**src/rv_rf_pkg.sv**
```systemverilog
package rv_rf_pkg;

    localparam int xlen       = 64;            // integer register width
    localparam int reg_addr_w = 5;             // x0..x31
    localparam int reg_count  = 32;
    localparam int word_w     = 32;            // low word for the *w forms
    localparam int imm_w      = 32;            // store immediate as delivered
    localparam int byte_lanes = xlen / 8;      // lanes in one doubleword
    localparam int lane_w     = 3;             // lane index bits, log2 of byte_lanes
    localparam int word_lanes = word_w / 8;    // lanes covered by the low word

    // register write format
    typedef enum logic [1:0] {
        wb_dword     = 2'd0,                   // whole result
        wb_word_sext = 2'd1,                   // addw, subw, sllw ...
        wb_word_zext = 2'd2                    // unsigned word results
    } wb_kind_e;

    // store width encoded as log2 of the byte count
    typedef enum logic [1:0] {
        st_byte  = 2'd0,                       // sb
        st_half  = 2'd1,                       // sh
        st_word  = 2'd2,                       // sw
        st_dword = 2'd3                        // sd
    } st_size_e;

    // one register word seen whole or lane by lane
    typedef union packed {
        logic [xlen-1:0]            dword;
        logic [byte_lanes-1:0][7:0] bytes;     // bytes[0] is the lowest lane
    } rf_word_u;

    // one write or store command per cycle
    typedef struct packed {
        logic                    valid;
        logic                    is_store;     // high for a store, low for a write
        logic [reg_addr_w-1:0]   rd;           // write target
        logic [reg_addr_w-1:0]   rs1;          // store base register
        logic [reg_addr_w-1:0]   rs2;          // store data register
        logic [xlen-1:0]         result;       // raw result before formatting
        wb_kind_e                wb_kind;
        st_size_e                st_size;
        logic signed [imm_w-1:0] imm;          // store offset
    } rf_cmd_t;

    // registered memory write port
    typedef struct packed {
        logic                  wen;            // one-cycle pulse
        logic [xlen-1:0]       addr;           // byte address that need not be lane aligned
        logic [xlen-1:0]       wdata;          // already shifted into its lanes
        logic [byte_lanes-1:0] wmask;          // one bit per lane written
    } mem_req_t;

    // register file write port
    typedef struct packed {
        logic                  wen;
        logic [reg_addr_w-1:0] waddr;
        logic [xlen-1:0]       wdata;          // formatted value
    } rf_write_t;

endpackage
```
**src/rf_subsys.sv**
```systemverilog
`timescale 1ns/100ps

module rf_subsys (
    input  logic                       clk,
    input  logic                       rst_n,

    input  rv_rf_pkg::rf_cmd_t         cmd,       // one command per cycle

    output logic [rv_rf_pkg::xlen-1:0] rs1_data,
    output logic [rv_rf_pkg::xlen-1:0] rs2_data,

    output rv_rf_pkg::mem_req_t        mem_req,   // registered store write
    output logic                       misalign
);

    rv_rf_pkg::rf_write_t wr;                     // formatted register write

    // combinational result to register value
    wb_format u_wb_format (
        .cmd (cmd),
        .wr  (wr)
    );

    // register array read straight from the command indices
    gpr_file u_gpr_file (
        .clk    (clk),
        .rst_n  (rst_n),
        .wr     (wr),
        .raddr1 (cmd.rs1),
        .raddr2 (cmd.rs2),
        .rdata1 (rs1_data),
        .rdata2 (rs2_data)
    );

    // store path works beside wb_format on the same command
    store_unit u_store_unit (
        .clk      (clk),
        .rst_n    (rst_n),
        .cmd      (cmd),
        .base     (rs1_data),                     // base register value
        .data     (rs2_data),                     // store data register value
        .mem_req  (mem_req),
        .misalign (misalign)
    );

endmodule

```
**src/store_unit.sv**
```systemverilog
`timescale 1ns/100ps

module store_unit (
    input  logic                       clk,
    input  logic                       rst_n,

    input  rv_rf_pkg::rf_cmd_t         cmd,
    input  logic [rv_rf_pkg::xlen-1:0] base,      // rs1 read value
    input  logic [rv_rf_pkg::xlen-1:0] data,      // rs2 read value

    output rv_rf_pkg::mem_req_t        mem_req,
    output logic                       misalign   // one-cycle pulse for a refused store
);

    logic [rv_rf_pkg::xlen-1:0]       imm_ext;
    logic [rv_rf_pkg::xlen-1:0]       st_addr;
    logic [rv_rf_pkg::lane_w-1:0]     lane;       // first lane written
    logic [rv_rf_pkg::byte_lanes-1:0] size_mask;  // mask before the lane shift
    logic [rv_rf_pkg::byte_lanes-1:0] st_mask;
    logic                             aligned;
    logic                             store_go;   // store sampled this edge
    rv_rf_pkg::rf_word_u              data_in;
    rv_rf_pkg::rf_word_u              data_out;

    assign store_go = cmd.valid && cmd.is_store;

    // effective address
    assign imm_ext = {{(rv_rf_pkg::xlen - rv_rf_pkg::imm_w){cmd.imm[rv_rf_pkg::imm_w-1]}},
                      cmd.imm};
    assign st_addr = base + imm_ext;
    assign lane    = st_addr[rv_rf_pkg::lane_w-1:0];

    // natural alignment and lane count per size
    always_comb begin
        case (cmd.st_size)
            rv_rf_pkg::st_byte: begin
                size_mask = 8'h01;
                aligned   = 1'b1;                 // bytes always fit
            end
            rv_rf_pkg::st_half: begin
                size_mask = 8'h03;
                aligned   = (lane[0] == 1'b0);
            end
            rv_rf_pkg::st_word: begin
                size_mask = 8'h0f;
                aligned   = (lane[1:0] == 2'b00);
            end
            default: begin
                size_mask = 8'hff;                // st_dword
                aligned   = (lane == '0);
            end
        endcase
    end

    assign st_mask = size_mask << lane;

    // move the low bytes of rs2 up to the addressed lane
    assign data_in.dword = data;

    always_comb begin
        data_out.dword = '0;
        for (int i = 0; i < rv_rf_pkg::byte_lanes; i++) begin
            if (i >= int'(lane)) begin
                data_out.bytes[i] = data_in.bytes[i - int'(lane)];
            end
        end
    end

    always_ff @(posedge clk or negedge rst_n) begin
        if (!rst_n) begin
            mem_req  <= '0;
            misalign <= 1'b0;
        end else begin
            mem_req.wen <= store_go && aligned;   // single pulse per store
            misalign    <= store_go && !aligned;
            if (store_go && aligned) begin
                mem_req.addr  <= st_addr;
                mem_req.wdata <= data_out.dword;
                mem_req.wmask <= st_mask;
            end
        end
    end

endmodule

```
**src/wb_format.sv**
```systemverilog
`timescale 1ns/100ps

module wb_format (
    input  rv_rf_pkg::rf_cmd_t   cmd,
    output rv_rf_pkg::rf_write_t wr
);

    rv_rf_pkg::rf_word_u         res;        // raw result in lane view
    logic [rv_rf_pkg::word_w-1:0] low_word;
    logic                        low_sign;   // bit 31 of the result
    logic [rv_rf_pkg::xlen-1:0]  sext_val;
    logic [rv_rf_pkg::xlen-1:0]  zext_val;

    assign res.dword = cmd.result;

    // low word is the bottom four lanes
    assign low_word = res.bytes[rv_rf_pkg::word_lanes-1:0];
    assign low_sign = low_word[rv_rf_pkg::word_w-1];

    assign sext_val = {{(rv_rf_pkg::xlen - rv_rf_pkg::word_w){low_sign}}, low_word};
    assign zext_val = {{(rv_rf_pkg::xlen - rv_rf_pkg::word_w){1'b0}}, low_word};

    // stores never write a register
    assign wr.wen   = cmd.valid && !cmd.is_store;
    assign wr.waddr = cmd.rd;

    always_comb begin
        case (cmd.wb_kind)
            rv_rf_pkg::wb_dword:     wr.wdata = res.dword;
            rv_rf_pkg::wb_word_sext: wr.wdata = sext_val;   // *w ops
            rv_rf_pkg::wb_word_zext: wr.wdata = zext_val;
            default:                 wr.wdata = res.dword;  // unused code passes through
        endcase
    end

endmodule

```
**src/gpr_file.sv**
```systemverilog
`timescale 1ns/100ps

module gpr_file (
    input  logic                             clk,
    input  logic                             rst_n,

    input  rv_rf_pkg::rf_write_t             wr,      // from writeback formatting

    input  logic [rv_rf_pkg::reg_addr_w-1:0] raddr1,  // store base index
    input  logic [rv_rf_pkg::reg_addr_w-1:0] raddr2,  // store data index
    output logic [rv_rf_pkg::xlen-1:0]       rdata1,
    output logic [rv_rf_pkg::xlen-1:0]       rdata2
);

    logic [rv_rf_pkg::xlen-1:0] regs [rv_rf_pkg::reg_count];
    logic                       wr_ok;                // write allowed this cycle

    // writes to x0 are dropped here
    assign wr_ok = wr.wen && (wr.waddr != '0);

    // read mux used by both ports
    function automatic logic [rv_rf_pkg::xlen-1:0] read_reg(
        input logic [rv_rf_pkg::reg_addr_w-1:0] idx
    );
        logic [rv_rf_pkg::xlen-1:0] val;
        if (idx == '0) begin
            val = '0;                                 // x0 hardwired
        end else begin
            val = regs[idx];
        end
        return val;
    endfunction

    always_ff @(posedge clk or negedge rst_n) begin
        if (!rst_n) begin
            for (int i = 0; i < rv_rf_pkg::reg_count; i++) begin
                regs[i] <= '0;                        // every register reads zero
            end
        end else if (wr_ok) begin
            regs[wr.waddr] <= wr.wdata;
        end
    end

    // combinational reads see the value before this cycle's write
    always_comb begin
        rdata1 = read_reg(raddr1);
    end

    always_comb begin
        rdata2 = read_reg(raddr2);
    end

endmodule

```
**config.mk**
```make
export PLATFORM = sky130hd
export DESIGN_NAME = rf_subsys
export DESIGN_NICKNAME = d
export VERILOG_FILES = /design/src/rv_rf_pkg.sv /design/src/rf_subsys.sv /design/src/store_unit.sv /design/src/wb_format.sv /design/src/gpr_file.sv
export SDC_FILE = /design/constraint.sdc
export NUM_CORES = 2
export LEC_CHECK = 0
export ABC_CLOCK_PERIOD_IN_PS = 6900
export BUFFER_PORTS_ARGS = -buffer_cell sky130_fd_sc_hd__buf_2
export CELL_PAD_IN_SITES_DETAIL_PLACEMENT = 1
export CELL_PAD_IN_SITES_GLOBAL_PLACEMENT = 1
export CORE_ASPECT_RATIO = 0.75
export CORE_MARGIN = 1.5
export CORE_UTILIZATION = 45
export DETAILED_ROUTE_END_ITERATION = 12
export PLACE_DENSITY_LB_ADDON = 0.1
export SYNTH_ARGS = -nofsm -noshare
export SYNTH_HDL_FRONTEND = slang
export SYNTH_SLANG_ARGS = --single-unit
```
**constraint.sdc**
```tcl
create_clock -name clk -period 6.9 [get_ports clk]
set_input_delay 0.69 -clock clk [delete_from_list [all_inputs] [get_ports clk]]
set_output_delay 0.69 -clock clk [all_outputs]
set_load 0.005 [all_outputs]
```
==> summary.md <==
| Metric | Value |
|---|---|
| Clk_skew | 0.04267 ns |
| Worst R2R Path Depth | 15 |
| CTS sink cnt | 2,186 |
| Syn nets | 9,180 |
| Layout cells sized above 1 | 0.3761 |
| P per Cell Area | 294.0 mW/mm^2 |
| Drt drc | 0 |
| Dominant cells by area after synthesis | dfrtp_1 (47%), mux4_2 (24%), mux2_2 (9.7%) |
| Antenna Nets Post-Route | 0 |
| Crit path required time | 7.70 ns |
| Antenna violations before repair | 39 |
| Clk pin slew, worst setup/hold paths | 0.07 ns |
| Share of the synthesized area in the top cell type | 0.4678 |
| Starting Density | 0.4542 |
| Crit-path max FO | 38 |
| Place WS | -0.3742 ns |
| CTS resizes | 0 |
| Nets | 9,158 |
| Htree depth | 4 |
| Setup Buffers After CTS | 0 |
| Crit path capture type | flip-flop |
| CTS buffer count | 235 |
| Setup WS post-layout | 0.6824 ns |
| Endpoints failing hold | 0 |
| CTS tree | built |
| Mean Syn Cell Area | 13.01 sq um |
| Die span in x | 591.6 um |
| Max Cap Viol | 0 |
| Slew headroom | 0.04262 |
| Startpoint types | primary input |
| VDD IR max | 238.7 uV |
| Hold Path Stages | 3 |
| Outcome | completed |
| Vias/cell | 6.651 |
| Most frequent cells after synthesis | dfrtp_1 (2,186), mux4_2 (1,241), mux2_2 (1,004) |
| Routability congestion estimate | 0.9098 |
| Final period utilization | 0.9011 |
| Final setup violating endpoints | 0 |
| First-pass iteration count of the detailed router | 7 |
| Final slew viol count | 0 |
| First DRT Iteration DRCs | 8,332 |
| Synth async-reset ratio | 1.000 |
| Post-route minimum period | 6.218 ns |
| Vias in the first global route | 86,620 |
| Final HPWL DP | 280,400 um |
| Power Total | 38.57 mW |
| # rows | 161 |
| Die area | 0.2629 sq mm |
| HP Class | in -> reg |
| Worst Setup Path Type | in -> reg |
| Synth Flop Type | dfrtp_1 |
| Arrival time worst endpoint | 7.02 ns |
| Core area | 0.2574 sq mm |
| Largest net degree at the start of global routing | 175 |
| Cells after Synth | 8,985 |
| Total wire length | 448,500 um |
| RSZ-0062 raised after global routing | false |
| Clk Latency, worst-skew pair | 0.93 ns |
| Most frequent cell after synthesis | dfrtp_1 |
| CTS root buf | clkbuf_16 |
| Yosys cell types | 81 |
| Number of flops mapped to enable cells by yosys | 0 |
| Vias after detailed routing | 83,760 |
| Seq cells post-synth | 2,186 |
| Sequential area share after synthesis | 0.4678 |
| Clock buffer depth | 4 |
| Total track usage | 0.3424 |
| Slew @ Worst Pin | 1.436 ns |
| Number of port buffers | 384 |
| Hold-fix buffers, CTS | 2 |
| I/O pin count | 385 |
| Layout overhead on the synthesized area | 12.20% |
| Fmax | 160.8 MHz |
| GRT overflow | 0 |
| Largest area contributor in the netlist | dfrtp_1 |
| Leak pwr | 57.97 nW |
| Ys Warns | 0 |
| Global-route wire length before repair | 647,700 um |
| Avg WL per Cell | 35.61 um |
| Synth Cell Area | 0.1169 sq mm |
| Die height | 444.4 um |
power by group:
group	total [mW]	switching (mW)	internal, mW
Combinational	8.91	4.75	4.16
Clock	13.4	5.63	7.78
Sequential	16.3	1.55	14.7
layout by cell type, fill, tap and decap left out, drive strengths merged, types with 8 or more instances in the layout:
cell	n
inv	89
o21ai	701
diode	21
o211ai	14
nor2	577
mux2i	179
clkinv	50
o221ai	73
nand2	798
nor2b	15
dfrtp	2186
a22o	8
nor3	25
buf	724
a21o	29
o21bai	15
and3	9
mux2	1006
xor2	25
nand3	35
a2111oi	8
xnor2	28
or2	9
a222oi	8
o31ai	19
ha	75
nand4	19
clkbuf	345
a21oi	576
o21a	10
bufinv	23
and2	35
o22ai	19
a31oi	12
a22oi	37
a211oi	45
mux4	1241
worst paths after layout:
| kind | startpoint | to | slack [ns] |
|---|---|---|---|
| setup / recovery | cmd[105] | u_store_unit.mem_req[125]$_DFFE_PN0P_ | 0.68 |
| hold / removal | cmd[115] | u_store_unit.misalign$_DFF_PN0_ | 0.06 |
| setup reg to reg | u_gpr_file.regs[2]$_DFFE_PN0P_ | u_store_unit.mem_req[126]$_DFFE_PN0P_ | 0.87 |
| hold reg to reg | u_gpr_file.regs[2047]$_DFFE_PN0P_ | u_gpr_file.regs[2047]$_DFFE_PN0P_ | 0.40 |
| max in group asynchronous | rst_n | u_gpr_file.regs[1805]$_DFFE_PN0P_ | 4.60 |
| min in group asynchronous | rst_n | u_gpr_file.regs[1909]$_DFFE_PN0P_ | 0.40 |
registers in the layout, indices dropped and copies added (netlist names):
register,flops
u_store_unit.misalign,1
u_store_unit.mem_req,137
u_gpr_file.regs,2048
metrics by stage:
step / hold WS [ns] / instances / setup TNS [ns] / instance area (sq um) / utilization
floorplan: 0.3944 / 8985 / 0 / 116900 / -
global placement: 0.3763 / 12150 / -4.173 / 123100 / 0.4782
detailed placement: 0.3836 / 12150 / -4.345 / 123100 / 0.4782
CTS: 0.007668 / 12570 / 0 / 131100 / 0.5093
global route: 0.04478 / 12580 / 0 / 131200 / 0.5095
finish: 0.06184 / 12590 / 0 / 131200 / 0.5096
layer usage:
layer  track usage  share of wire  vias to the layer above
met5      0.008608        0.00089                        -
met4        0.1133          0.035                       14
met3       0.08132          0.088                      757
met2        0.5125           0.45                     3686
met1        0.4918           0.43                    45660
li1              -              -                    33650
layout make-up:
class	instances	area (sq um)
tap	3423	4283
timing repair buffer	726	5494
antenna	21	52.55
clock inverter	78	1057
inverter	87	326.6
fill	25390	126300
multi-input combinational	5727	58340
sequential	2186	54700
clock buffer	345	6927
logic make-up after synthesis:
group                    synth area share
AO/OA/AOI/OAI                     0.07774
XOR/XNOR                         0.003970
adder cells (fa/ha/maj)          0.008197
buffers and inverters             0.03723
flip-flops                         0.4678
multiplexers                       0.3513
AND/OR/NAND/NOR                   0.05376
worst max-delay path, stage by stage:
cell      delay [ns]
buf_8           0.44
buf_12          0.31
buf_4           0.22
mux4_2          0.51
mux4_2          0.48
mux2i_2         0.72
buf_4           0.24
nor2_1          0.11
ha_1            0.33
buf_4           0.18
a21oi_1         0.14
o21ai_0         0.14
a211oi_1        0.42
nor3_1          0.09
nor3_1          0.69
buf_4           0.25
o32ai_1         0.11
buf_4           0.21
nor2_1          0.14
nor4_1          0.06
or3b_2          0.44
Power figures use the tool's default switching activity.
